===== config.mk =====
export PLATFORM = sky130hd
export DESIGN_NAME = issueCore
export DESIGN_NICKNAME = d
export VERILOG_FILES = /design/src/source/opPkg.sv /design/src/source/queuePkg.sv /design/src/source/dispatchUnit.sv /design/src/source/issueBuffer.sv /design/src/source/issueCore.sv /design/src/source/issueSelect.sv /design/src/source/resetSync.sv
export VERILOG_INCLUDE_DIRS = /design/src /design/src/source
export SDC_FILE = /design/constraint.sdc
export NUM_CORES = 1
export LEC_CHECK = 0
export BUFFER_PORTS_ARGS = -buffer_cell sky130_fd_sc_hd__buf_4
export CAP_MARGIN = 20
export CORE_MARGIN = 2
export CORE_UTILIZATION = 55
export DETAILED_ROUTE_END_ITERATION = 10
export PLACE_DENSITY = 0.82
export SYNTH_ARGS = -nofsm -noshare
export SYNTH_HDL_FRONTEND = slang
export SYNTH_HIERARCHICAL = 1
export SYNTH_SLANG_ARGS = --single-unit
export TNS_END_PERCENT = 1

===== constraint.sdc =====
create_clock -name clk -period 1.1 [get_ports clk]
set_clock_uncertainty 0.15 [all_clocks]
set_input_delay 0 -clock clk [delete_from_list [all_inputs] [get_ports clk]]
set_output_delay 0 -clock clk [all_outputs]
set_load 0.02 [all_outputs]

===== src/source/issueQueue_defines.svh =====
`ifndef ISSUE_QUEUE_DEFINES_SVH
`define ISSUE_QUEUE_DEFINES_SVH

// number of issue buffer entries
`define QUEUE_DEPTH 8

// operand and result width
`define DATA_WIDTH 8

// physical register tag width
`define TAG_WIDTH 3

// age counter width, wrap bit not included
`define AGE_WIDTH 3

`endif


===== src/source/opPkg.sv =====
`default_nettype none

`include "issueQueue_defines.svh"

package opPkg;

	// alu operations carried by each instruction
	typedef enum logic [1:0] {
		opAdd = 2'b00,
		opSub = 2'b01,
		opAnd = 2'b10,
		opXor = 2'b11
	} aluOp_e;

	// one data word, wraps modulo 2^DATA_WIDTH
	typedef logic [`DATA_WIDTH-1:0] operand_t;

endpackage

`default_nettype wire


===== src/source/queuePkg.sv =====
`default_nettype none

`include "issueQueue_defines.svh"

package queuePkg;

	// index of an issue buffer entry
	typedef logic [$clog2(`QUEUE_DEPTH)-1:0] slotIdx_t;

	// counter in the upper bits, wrap bit in bit 0
	typedef logic [`AGE_WIDTH:0] ageTag_t;

	// source or destination register tag
	typedef logic [`TAG_WIDTH-1:0] physTag_t;

endpackage

`default_nettype wire


===== src/source/dispatchUnit.sv =====
`default_nettype none
`timescale 1ns/100ps

`include "issueQueue_defines.svh"

module dispatchUnit (
	input  logic                       clk,
	input  logic                       rst_i,
	input  logic                       dispatch_i,
	input  logic [`QUEUE_DEPTH-1:0]    entryValid_i,
	output logic                       write_o,
	output queuePkg::slotIdx_t         writeSlot_o,
	output queuePkg::ageTag_t          writeAge_o,
	output logic                       full_o
);

	import queuePkg::*;

	logic [`QUEUE_DEPTH-1:0] freeSlots;
	logic [`QUEUE_DEPTH-1:0] firstFree;
	logic [`AGE_WIDTH-1:0]   ageCount;
	logic                    ageWrap;
	logic [`AGE_WIDTH:0]     ageSum;

	assign freeSlots = ~entryValid_i;

	// lowest free slot wins
	for (genvar i = 0; i < `QUEUE_DEPTH; i++) begin : gFree
		if (i == 0) begin : gFirst
			assign firstFree[i] = freeSlots[i];
		end else begin : gRest
			assign firstFree[i] = freeSlots[i] & ~|freeSlots[i-1:0];
		end
	end

	// one-hot to index
	always_comb begin
		writeSlot_o = '0;
		for (int i = 0; i < `QUEUE_DEPTH; i++) begin
			if (firstFree[i]) begin
				writeSlot_o = writeSlot_o | slotIdx_t'(i);
			end
		end
	end

	assign full_o = ~|freeSlots;

	// a strobe while full is dropped
	assign write_o = dispatch_i & ~full_o;

	// carry out of the counter flips the wrap bit
	assign ageSum = {1'b0, ageCount} + (`AGE_WIDTH+1)'(1);

	always_ff @(posedge clk or posedge rst_i) begin
		if (rst_i) begin
			ageCount <= '0;
			ageWrap  <= 1'b0;
		end else if (write_o) begin
			ageCount <= ageSum[`AGE_WIDTH-1:0];
			ageWrap  <= ageWrap ^ ageSum[`AGE_WIDTH];
		end
	end

	assign writeAge_o = ageTag_t'({ageCount, ageWrap});

endmodule

`default_nettype wire


===== src/source/issueBuffer.sv =====
`default_nettype none
`timescale 1ns/100ps

`include "issueQueue_defines.svh"

module issueBuffer (
	input  logic                      clk,
	input  logic                      rst_i,
	input  logic                      write_i,
	input  queuePkg::slotIdx_t        writeSlot_i,
	input  queuePkg::ageTag_t         writeAge_i,
	input  opPkg::aluOp_e             op_i,
	input  opPkg::operand_t           srcA_i,
	input  opPkg::operand_t           srcB_i,
	input  queuePkg::physTag_t        srcTag_i,
	input  queuePkg::physTag_t        destTag_i,
	input  logic                      srcReady_i,
	input  logic                      wakeup_i,
	input  queuePkg::physTag_t        wakeTag_i,
	input  logic                      issue_i,
	input  queuePkg::slotIdx_t        issueSlot_i,
	output logic [`QUEUE_DEPTH-1:0]   entryValid_o,
	output logic [`QUEUE_DEPTH-1:0]   entryReady_o,
	output queuePkg::ageTag_t         entryAge_o [`QUEUE_DEPTH],
	output opPkg::aluOp_e             entryOp_o [`QUEUE_DEPTH],
	output opPkg::operand_t           entryA_o [`QUEUE_DEPTH],
	output opPkg::operand_t           entryB_o [`QUEUE_DEPTH],
	output queuePkg::physTag_t        entryDest_o [`QUEUE_DEPTH]
);

	import queuePkg::*;

	physTag_t entrySrc [`QUEUE_DEPTH];
	logic     writeWake;

	// wakeup in the same edge as the write
	assign writeWake = wakeup_i && (wakeTag_i == srcTag_i);

	always_ff @(posedge clk or posedge rst_i) begin
		if (rst_i) begin
			entryValid_o <= '0;
			entryReady_o <= '0;
		end else begin
			for (int i = 0; i < `QUEUE_DEPTH; i++) begin
				if (write_i && (writeSlot_i == slotIdx_t'(i))) begin
					entryValid_o[i] <= 1'b1;
					entryReady_o[i] <= srcReady_i | writeWake;
				end else begin
					if (issue_i && (issueSlot_i == slotIdx_t'(i))) begin
						entryValid_o[i] <= 1'b0;
					end
					// tag match on a waiting entry
					if (wakeup_i && entryValid_o[i] && (entrySrc[i] == wakeTag_i)) begin
						entryReady_o[i] <= 1'b1;
					end
				end
			end
		end
	end

	// payload only
	always_ff @(posedge clk) begin
		if (write_i) begin
			entryAge_o[writeSlot_i]  <= writeAge_i;
			entryOp_o[writeSlot_i]   <= op_i;
			entryA_o[writeSlot_i]    <= srcA_i;
			entryB_o[writeSlot_i]    <= srcB_i;
			entrySrc[writeSlot_i]    <= srcTag_i;
			entryDest_o[writeSlot_i] <= destTag_i;
		end
	end

endmodule

`default_nettype wire


===== src/source/issueCore.sv =====
`default_nettype none
`timescale 1ns/100ps

`include "issueQueue_defines.svh"

module issueCore (
	input  logic                 clk,
	input  logic                 rst_i,
	input  logic                 dispatch_i,
	input  opPkg::aluOp_e        op_i,
	input  opPkg::operand_t      srcA_i,
	input  opPkg::operand_t      srcB_i,
	input  queuePkg::physTag_t   srcTag_i,
	input  logic                 srcReady_i,
	input  queuePkg::physTag_t   destTag_i,
	input  logic                 wakeup_i,
	input  queuePkg::physTag_t   wakeTag_i,
	output logic                 full_o,
	output logic                 resultValid_o,
	output queuePkg::physTag_t   resultTag_o,
	output opPkg::operand_t      resultData_o
);

	import opPkg::*;
	import queuePkg::*;

	logic                    rstSync;
	logic                    write;
	slotIdx_t                writeSlot;
	ageTag_t                 writeAge;
	logic                    issue;
	slotIdx_t                issueSlot;
	logic [`QUEUE_DEPTH-1:0] entryValid;
	logic [`QUEUE_DEPTH-1:0] entryReady;
	ageTag_t                 entryAge [`QUEUE_DEPTH];
	aluOp_e                  entryOp [`QUEUE_DEPTH];
	operand_t                entryA [`QUEUE_DEPTH];
	operand_t                entryB [`QUEUE_DEPTH];
	physTag_t                entryDest [`QUEUE_DEPTH];

	resetSync u_resetSync (
		.clk       (clk),
		.rst_i     (rst_i),
		.rstSync_o (rstSync)
	);

	dispatchUnit u_dispatch (
		.clk          (clk),
		.rst_i        (rstSync),
		.dispatch_i   (dispatch_i),
		.entryValid_i (entryValid),
		.write_o      (write),
		.writeSlot_o  (writeSlot),
		.writeAge_o   (writeAge),
		.full_o       (full_o)
	);

	// payload goes straight into the buffer
	issueBuffer u_buffer (
		.clk          (clk),
		.rst_i        (rstSync),
		.write_i      (write),
		.writeSlot_i  (writeSlot),
		.writeAge_i   (writeAge),
		.op_i         (op_i),
		.srcA_i       (srcA_i),
		.srcB_i       (srcB_i),
		.srcTag_i     (srcTag_i),
		.destTag_i    (destTag_i),
		.srcReady_i   (srcReady_i),
		.wakeup_i     (wakeup_i),
		.wakeTag_i    (wakeTag_i),
		.issue_i      (issue),
		.issueSlot_i  (issueSlot),
		.entryValid_o (entryValid),
		.entryReady_o (entryReady),
		.entryAge_o   (entryAge),
		.entryOp_o    (entryOp),
		.entryA_o     (entryA),
		.entryB_o     (entryB),
		.entryDest_o  (entryDest)
	);

	issueSelect u_select (
		.clk           (clk),
		.rst_i         (rstSync),
		.entryValid_i  (entryValid),
		.entryReady_i  (entryReady),
		.entryAge_i    (entryAge),
		.entryOp_i     (entryOp),
		.entryA_i      (entryA),
		.entryB_i      (entryB),
		.entryDest_i   (entryDest),
		.issue_o       (issue),
		.issueSlot_o   (issueSlot),
		.resultValid_o (resultValid_o),
		.resultTag_o   (resultTag_o),
		.resultData_o  (resultData_o)
	);

endmodule

`default_nettype wire


===== src/source/issueSelect.sv =====
`default_nettype none
`timescale 1ns/100ps

`include "issueQueue_defines.svh"

module issueSelect (
	input  logic                      clk,
	input  logic                      rst_i,
	input  logic [`QUEUE_DEPTH-1:0]   entryValid_i,
	input  logic [`QUEUE_DEPTH-1:0]   entryReady_i,
	input  queuePkg::ageTag_t         entryAge_i [`QUEUE_DEPTH],
	input  opPkg::aluOp_e             entryOp_i [`QUEUE_DEPTH],
	input  opPkg::operand_t           entryA_i [`QUEUE_DEPTH],
	input  opPkg::operand_t           entryB_i [`QUEUE_DEPTH],
	input  queuePkg::physTag_t        entryDest_i [`QUEUE_DEPTH],
	output logic                      issue_o,
	output queuePkg::slotIdx_t        issueSlot_o,
	output logic                      resultValid_o,
	output queuePkg::physTag_t        resultTag_o,
	output opPkg::operand_t           resultData_o
);

	import opPkg::*;
	import queuePkg::*;

	localparam int NODES = 2 * `QUEUE_DEPTH - 1;

	logic [NODES-1:0] nodeValid;
	ageTag_t          nodeAge [NODES];
	slotIdx_t         nodeIdx [NODES];
	aluOp_e           aluOp;
	operand_t         opA;
	operand_t         opB;
	operand_t         aluOut;

	// a older than b, wrap bits decide the sense of the compare
	function automatic logic isOlder(input ageTag_t a, input ageTag_t b);
		return (a[0] ^ b[0]) ^ (a[`AGE_WIDTH:1] < b[`AGE_WIDTH:1]);
	endfunction

	// leaves sit after the internal nodes
	for (genvar i = 0; i < `QUEUE_DEPTH; i++) begin : gLeaf
		assign nodeValid[`QUEUE_DEPTH-1+i] = entryValid_i[i] & entryReady_i[i];
		assign nodeAge[`QUEUE_DEPTH-1+i]   = entryAge_i[i];
		assign nodeIdx[`QUEUE_DEPTH-1+i]   = slotIdx_t'(i);
	end

	for (genvar j = 0; j < `QUEUE_DEPTH - 1; j++) begin : gNode
		logic pickRight;
		assign pickRight = nodeValid[2*j+2] &
			(~nodeValid[2*j+1] | isOlder(nodeAge[2*j+2], nodeAge[2*j+1]));
		assign nodeValid[j] = nodeValid[2*j+1] | nodeValid[2*j+2];
		assign nodeAge[j]   = pickRight ? nodeAge[2*j+2] : nodeAge[2*j+1];
		assign nodeIdx[j]   = pickRight ? nodeIdx[2*j+2] : nodeIdx[2*j+1];
	end

	assign issue_o     = nodeValid[0];
	assign issueSlot_o = nodeIdx[0];

	assign aluOp = entryOp_i[issueSlot_o];
	assign opA   = entryA_i[issueSlot_o];
	assign opB   = entryB_i[issueSlot_o];

	// results wrap at the data width
	always_comb begin
		case (aluOp)
			opAdd: aluOut = opA + opB;
			opSub: aluOut = opA - opB;
			opAnd: aluOut = opA & opB;
			opXor: aluOut = opA ^ opB;
		endcase
	end

	always_ff @(posedge clk or posedge rst_i) begin
		if (rst_i) begin
			resultValid_o <= 1'b0;
		end else begin
			resultValid_o <= issue_o;
		end
	end

	always_ff @(posedge clk) begin
		if (issue_o) begin
			resultTag_o  <= entryDest_i[issueSlot_o];
			resultData_o <= aluOut;
		end
	end

endmodule

`default_nettype wire


===== src/source/resetSync.sv =====
`default_nettype none
`timescale 1ns/100ps

module resetSync (
	input  logic clk,
	input  logic rst_i,
	output logic rstSync_o
);

	logic rstMeta;
	logic rstHold;

	// assert at once, release two edges later
	always_ff @(posedge clk or posedge rst_i) begin
		if (rst_i) begin
			rstMeta <= 1'b1;
			rstHold <= 1'b1;
		end else begin
			rstMeta <= 1'b0;
			rstHold <= rstMeta;
		end
	end

	assign rstSync_o = rstHold;

endmodule

`default_nettype wire


### After elaboration in Yosys (flattened, before gate mapping)

Memories as Yosys holds them, arrays and structs flattened.
Index checks and enable logic that the tools add are counted.

* memories: 1
* memory bits (writable): 24
* output and inout port bits: 13
* input bits: 32
* register bits after elaboration: 234
* word-level logic and storage cells: 316

Memory list
* u_buffer.entrySrc: depth 8, width 3, read ports 8, clocked after Yosys merged registers in 0, wr ports 1, line issueBuffer.sv:33 `` physTag_t entrySrc [`QUEUE_DEPTH]; ``

* bitwise logic cells: 65
* equal/unequal tests: 26
* reductions and logical operators: 68
* muxes and demuxes: 80
* $add $sub $neg: 3
* $lt $le $gt $ge: 10

Operators by type and width (count)
* bitwise mux 64 bit: 2
* binary-select mux 8 bit (select 3 bit): 2
* 2-to-1 mux 8 bit: 5
* 2-to-1 mux 1 bit: 39
* logical AND 1 bit: 34
* bitwise mux 32 bit: 1
* case mux 8 bit (4 select lines): 1
* nonzero test 2 bit: 16
* 2-to-1 mux 4 bit: 7
* == test 3 bit: 9
* bitwise mux 24 bit: 1
* demux 8 bit (select 3 bit): 1
* == test 3 bit, second input constant: 8
* 2-to-1 mux 3 bit: 8
* AND 1 bit: 23
* < comparator 3 bit: 7
* bitwise mux 16 bit: 1
* OR 1 bit: 15
* bitwise XOR 1 bit: 15
* 2-to-1 mux 2 bit: 7
* demux 4 bit (select 3 bit): 1
* == test 3 x 2 -> 1 bit, second input constant: 4
* binary-select mux 3 bit (select 3 bit): 1
* demux 3 bit (select 3 bit): 1
* 25 further kinds: 43

### Longest topological paths before layout

* word-level depth: 21
* mapped depth: 43
* depth with buffers taken out: 42

### Modules after synthesis

Netlist, hierarchy kept.

By module, submodules not included
* issueBuffer: cells an instance 337, sequential area each 7126.8 sq um, area each 7833.8 sq um, times used 1
* issueSelect: cells an instance 534, sequential area each 355.3 sq um, area each 3921.3 sq um, times used 1
* dispatchUnit: cells an instance 29, sequential area each 100.1 sq um, area each 281.5 sq um, times used 1
* resetSync: cells an instance 4, sequential area each 52.6 sq um, area each 60.1 sq um, times used 1

### Worst setup path after synthesis

No wires, ideal clock.

* path type: reg2reg
* start: register u_buffer/entryAge_o[19] in the netlist's numbering
* end: register u_select.resultData_o[7] (data pin)
* cell stages (with the launch flop): 39
* library setup time: 0.255 ns
* path buffers: 1
* arrival time: 8.075 ns
* required time: 0.695 ns
* period minus slack after synthesis: 8.480 ns
* slack: -7.380 ns
* cells stage by stage: edfxtp_1 -> ha_1 -> a21o_1 -> a31oi_1 -> xnor2_1 -> o21bai_4 -> mux2_2 -> ha_1 -> a21o_1 -> a31oi_1 -> mux2i_1 -> or4_4 -> o211ai_2 -> o21ai_0 -> ha_1 -> a221o_1 -> a31oi_1 -> o221ai_2 -> (+3 left out) -> nand2_1 -> a32oi_1 -> o21ai_1 -> nor2_2 -> mux2_2 -> inv_1 -> ha_1 -> nor2b_1 -> o21ai_0 -> a21oi_1 -> o21ai_0 -> nand2b_1 -> a21o_1 -> a21oi_1 -> xor2_1 -> xnor2_1 -> a211o_1 -> a31o_1

* word-level cells in the longest chain between the ends: 21
* elaborated cells on any way between the ends: 38
* classes of those cells: 2 x add/sub; 3 x order compare; 3 x eq/ne; 15 x mux; 14 x bitwise; 1 x reduce/logical

RTL lines
* start, declared: line issueBuffer.sv:24 `` output queuePkg::ageTag_t entryAge_o [`QUEUE_DEPTH], ``
* start signal, assigned by index: line issueBuffer.sv:64 `entryAge_o[writeSlot_i] <= writeAge_i;`
* < comparator 3 bit: line issueSelect.sv:38 `` return (a[0] ^ b[0]) ^ (a[`AGE_WIDTH:1] < b[`AGE_WIDTH:1]); ``
* bitwise XOR 1 bit: line issueSelect.sv:38
* OR 1 bit: line issueSelect.sv:51 `(~nodeValid[2*j+1] | isOlder(nodeAge[2*j+2], nodeAge[2*j+1]));`
* AND 1 bit: line issueSelect.sv:50 `assign pickRight = nodeValid[2*j+2] &`
* 2-to-1 mux 4 bit: line issueSelect.sv:53 `assign nodeAge[j] = pickRight ? nodeAge[2*j+2] : nodeAge[2*j+1];`
* < comparator 3 bit / bitwise XOR 1 bit (equally long branches): line issueSelect.sv:38
* bitwise XOR 1 bit: line issueSelect.sv:38
* OR 1 bit: line issueSelect.sv:51
* (+5 left out)
* AND 1 bit: line issueSelect.sv:50
* 2-to-1 mux 3 bit *: line issueSelect.sv:54 `assign nodeIdx[j] = pickRight ? nodeIdx[2*j+2] : nodeIdx[2*j+1];`
* NOT 3 -> 4 bit (implied by the code) *: line issueSelect.sv:60, issueSelect.sv:61, issueSelect.sv:62
* binary-select mux 8 bit (select 3 bit) (tied with other cells): line issueSelect.sv:61 `assign opA = entryA_i[issueSlot_o];`
* 2-to-1 mux 8 bit (implied by the code) (tied with other cells) (2 in a row): line issueSelect.sv:61
* subtractor 8 bit (tied with other cells): line issueSelect.sv:68 `opSub: aluOut = opA - opB;`
* case mux 8 bit (4 select lines) *: line issueSelect.sv:66 `case (aluOp)`
* net u_select.aluOut[7]: line issueSelect.sv:34 `operand_t aluOut;`
* end signal, assigned: line issueSelect.sv:85 `resultData_o <= aluOut;`
* end, declared: line issueSelect.sv:20 `output opPkg::operand_t resultData_o`

Mark *: on every way through the listed nets, which the timed path passes. The rest lies on a longest branch. The select of a mux whose other input is x is not followed.
A chain may end at the register's enable or synchronous reset.

### Final worst setup path

* start: register u_buffer/entryAge_o[18] in the netlist's numbering
* end: register u_select.resultData_o[7] (data pin)

* word-level cells in the longest chain between the ends: 21
* elaborated cells on any way between the ends: 38
* classes of those cells: 2 x add/sub; 3 x order compare; 3 x eq/ne; 15 x mux; 14 x bitwise; 1 x reduce/logical

RTL lines
* < comparator 3 bit: line issueSelect.sv:38
* bitwise XOR 1 bit: line issueSelect.sv:38
* OR 1 bit: line issueSelect.sv:51
* AND 1 bit: line issueSelect.sv:50
* 2-to-1 mux 4 bit: line issueSelect.sv:53
* < comparator 3 bit / bitwise XOR 1 bit (equally long branches): line issueSelect.sv:38
* bitwise XOR 1 bit: line issueSelect.sv:38
* OR 1 bit: line issueSelect.sv:51
* (+6 left out)
* 2-to-1 mux 3 bit *: line issueSelect.sv:54
* net issueSlot[0]: line issueCore.sv:32 `slotIdx_t issueSlot;`
* NOT 3 -> 4 bit (implied by the code) *: line issueSelect.sv:60, issueSelect.sv:61, issueSelect.sv:62
* binary-select mux 8 bit (select 3 bit) (tied with other cells): line issueSelect.sv:61
* 2-to-1 mux 8 bit (implied by the code) (tied with other cells) (2 in a row): line issueSelect.sv:61
* subtractor 8 bit (tied with other cells): line issueSelect.sv:68
* case mux 8 bit (4 select lines) *: line issueSelect.sv:66
* net u_select.aluOut[7]: line issueSelect.sv:34

Marked as above.

==> impl_metrics.env <==
export IMPL_status="finished with violations"
export IMPL_violations="hold timing, setup timing"
export IMPL_hold_ws_ns=-0.2080
export IMPL_core_area_um2=21690
export IMPL_wl_met2_um=18370
export IMPL_clock_latency_ns=0.54
export IMPL_endpoint="u_select/resultData_o[7]"
export IMPL_wire_per_inst_um=23.95
export IMPL_rsz0062_at_grt="yes"
export IMPL_drc=0
export IMPL_hp_start="wakeTag_i[0]"
export IMPL_grt_use_total_pct=28.52
export IMPL_hold_viol_final=10
export IMPL_setup_viol=280
export IMPL_rows=54
export IMPL_nets=1292
export IMPL_highest_layer="met4"
export IMPL_setup_worst_path_start="u_buffer/entryAge_o[18]"
export IMPL_drv_slew=0
export IMPL_layout_drive_gt1_share_pct=37.74
export IMPL_required_ns=1.26
export IMPL_tritoncts="yes"
export IMPL_arrival_ns=8.93
export IMPL_vias_per_cell=6.234
export IMPL_crit_path_top_delay_cell="or4_4"
export IMPL_cts_hold_buf=35
export IMPL_final_min_clock_period_ns=8.771
export IMPL_syn_inst=904
export IMPL_place_congestion=0.8880
export IMPL_slew_headroom_pct=65.88
export IMPL_maxCapViolations=0
export IMPL_antenna_found_initial=0
export IMPL_clk_pin_slew_ns=0.07
export IMPL_vias=9526
export IMPL_synth_area_per_cell_um2=13.38
export IMPL_fp_dieH_um=152.3
export IMPL_fmax_mhz=114.0
export IMPL_ff2ff_setup_slack_ns=-7.67
export IMPL_antennaDiodeCount=0
export IMPL_die_w_um=152.3
export IMPL_wirelength_um=36590
export IMPL_route_layer_met1_wl_um=12960
export IMPL_fillCellCount=1144
export IMPL_io_pins=45
export IMPL_r2r_start="u_buffer/entryAge_o[18]"
export IMPL_yosys_warnings=6
export IMPL_io_buffer_count=44
export IMPL_grt_max_degree=29
export IMPL_dr_pass1_iters=7
export IMPL_synth_edf_count=235
export IMPL_path_max_fanout=9
export IMPL_grt_pass1_vias=9650
export IMPL_drtIter0Drc=1119
export IMPL_cts_inserted_buffers=25
export IMPL_area_growth_syn_to_layout_pct=36.08
export IMPL_cts_root_buf="clkbuf_16"
export IMPL_final_period_utilization_pct=797.4
export IMPL_ys_ff_latch=258
export IMPL_async_reset_ff_share_pct=8.915
export IMPL_ff2ff_path_depth=42
export IMPL_cts_sinks=258
export IMPL_fin_util_pct=75.90
export IMPL_grt_pass1_wl_um=52010
export IMPL_ctsLongestPathBuffers=3
export IMPL_synth_cell_types=84
export IMPL_die_area_um2=23200
export IMPL_max_stage_delay_ns=0.54
export IMPL_synth_nets=967
export IMPL_tightest_slew_ns=0.5075
export IMPL_htree_levels=1
export IMPL_path_class="register to register"
export IMPL_cp_start_kind="register"
export IMPL_wl_met3_um=3362
export IMPL_initial_core_util_pct=55.77
export IMPL_hold_path_class="input port to register"
export IMPL_r2r_end="u_select/resultData_o[7]"
export IMPL_fin_ws_ns=-7.671
export IMPL_ant_nets=0
export IMPL_synth_ff_type="edfxtp_1"
export IMPL_dp_hpwl_um=19720
export IMPL_syn_area_um2=12100
export IMPL_critPathCaptureType="register"
export IMPL_gr_total_overflow=0
export IMPL_ys_seq_area_share_pct=63.12
-- kinds of logic after synthesis --
group	share of synthesized area (%)
AND/OR/NAND/NOR	10.48
flip-flops	63.12
AO/OA/AOI/OAI	9.754
multiplexers	6.382
buffers and inverters	2.379
XOR/XNOR	4.592
adder cells (fa/ha/maj)	3.269
other	0.03100
-- worst max-delay path: cells and delay by family (launching register included) --
kind,cells,cell delay [ns]
AOI/OAI and AO/OA,19,3.48
xor gates and xnor gates,4,0.66
adders and majority gates,4,0.91
buffers and inverters,4,0.44
DFF,1,0.42
muxes,5,1.40
and+or+nand+nor,6,1.07
-- layer usage --
layer | GRT usage, % | vias up
met2 | 49.70 | 664
li1 | - | 4045
met1 | 35.27 | 4650
met3 | 4.181 | 167
met5 | 0 | -
met4 | 13.44 | 0
-- cell usage in the layout (no fill, tap or decap), types with 5 or more instances in the layout --
cell	Yosys	routed
ha_1	30	22
a21oi_2	2	11
clkbuf_1	13	9
a31oi_2	0	5
clkinv_1	1	5
mux2i_1	55	46
mux2i_2	0	6
a31o_2	12	12
dlygate4sd3_1	0	35
o31ai_1	5	5
nand2_1	142	137
xnor2_2	2	5
mux2_2	12	10
o21ai_2	1	8
buf_12	0	15
buf_4	4	241
and3_1	13	13
a221oi_1	7	5
nor2_4	1	5
a21o_1	10	10
buf_6	4	30
xor2_1	19	18
clkbuf_16	0	25
a21oi_1	26	16
nor2_1	22	17
o21ai_0	24	10
a41oi_1	5	5
inv_1	36	24
nand3_1	39	36
edfxtp_1	235	235
inv_2	1	10
ha_4	0	7
nand2b_1	14	13
dfrtp_1	21	21
and2_1	11	7
a31oi_1	15	9
o21ai_1	5	11
xnor2_1	35	32
-- state kept, by name, summed over array words and instances, names as in the netlist --
name,flops
u_buffer/entryReady_o,8
u_select/resultData_o,8
u_buffer/entryAge_o,32
u_buffer/entryB_o,64
u_buffer/entryDest_o,24
u_resetSync/rstMeta,1
u_select/resultTag_o,3
u_buffer/entryValid_o,8
u_resetSync/rstSync_o,1
u_buffer/entryOp_o,16
u_dispatch/ageCount,3
u_dispatch/ageWrap,1
u_buffer/entrySrc,24
u_select/resultValid_o,1
u_buffer/entryA_o,64
-- metrics by stage --
stage          area [µm²]  instances  TNS, ns  setup WS (ns)
2_1_floorplan       12210        904  -424.87         -6.914
3_3_place_gp        14460       1406  -356.25         -6.959
3_5_place_dp        14460       1406  -363.71         -7.225
4_1_cts             16200       1516  -324.96         -6.983
5_1_grt             16460       1528  -363.48         -7.898
6_report            16460       1528  -351.61         -7.671
-- repair_timing --
| action | in CTS | in global routing |
|---|---|---|
| hold endpoints to repair | 209 | 8 |
| buffers inserted | 27 | 12 |
| endpoints found under the setup margin | 280 | 280 |
| pin swaps | 40 | 17 |
| gates cloned | 2 | 0 |
| resized for setup | 102 | 36 |
-- synthesized netlist by cell type (all sizes together) (14+ instances only) --
master	instances	area share, %
xnor2	38	3.0
nand3	39	1.6
a21oi	28	1.2
mux2i	56	4.7
o21ai	30	1.3
nand2	142	4.4
inv	37	1.1
edfxtp	235	58
nor2	24	0.83
nand2b	15	0.84
ha	30	3.1
a31o	14	1.0
dfrtp	21	4.3
xor2	19	1.4
a31oi	15	0.78
-- how the worst min path moves through the flow --
stage                                           to  depth (start not counted)
after floorplan                u_resetSync/rstMeta                          1
after global placement       u_resetSync/rstSync_o                          2
after detailed placement     u_resetSync/rstSync_o                          2
after CTS                 u_buffer/entryReady_o[0]                          4
after global routing      u_buffer/entryReady_o[0]                          4
final                     u_buffer/entryReady_o[0]                          4
-- final cells by class --
cell class	count	area, µm²	share of cell area (%)
repair buffers	324	2873	17.45
multi-input cells	582	4672	28.38
clock inverters	10	91.34	0.5549
inverters	38	152.6	0.9273
well taps	280	350.3	2.128
flip-flops and latches	258	7635	46.38
clock buffers	36	686.9	4.173
Power is not shown: default switching activity piles up to over one toggle a cycle in this logic, so the estimate is an artifact.
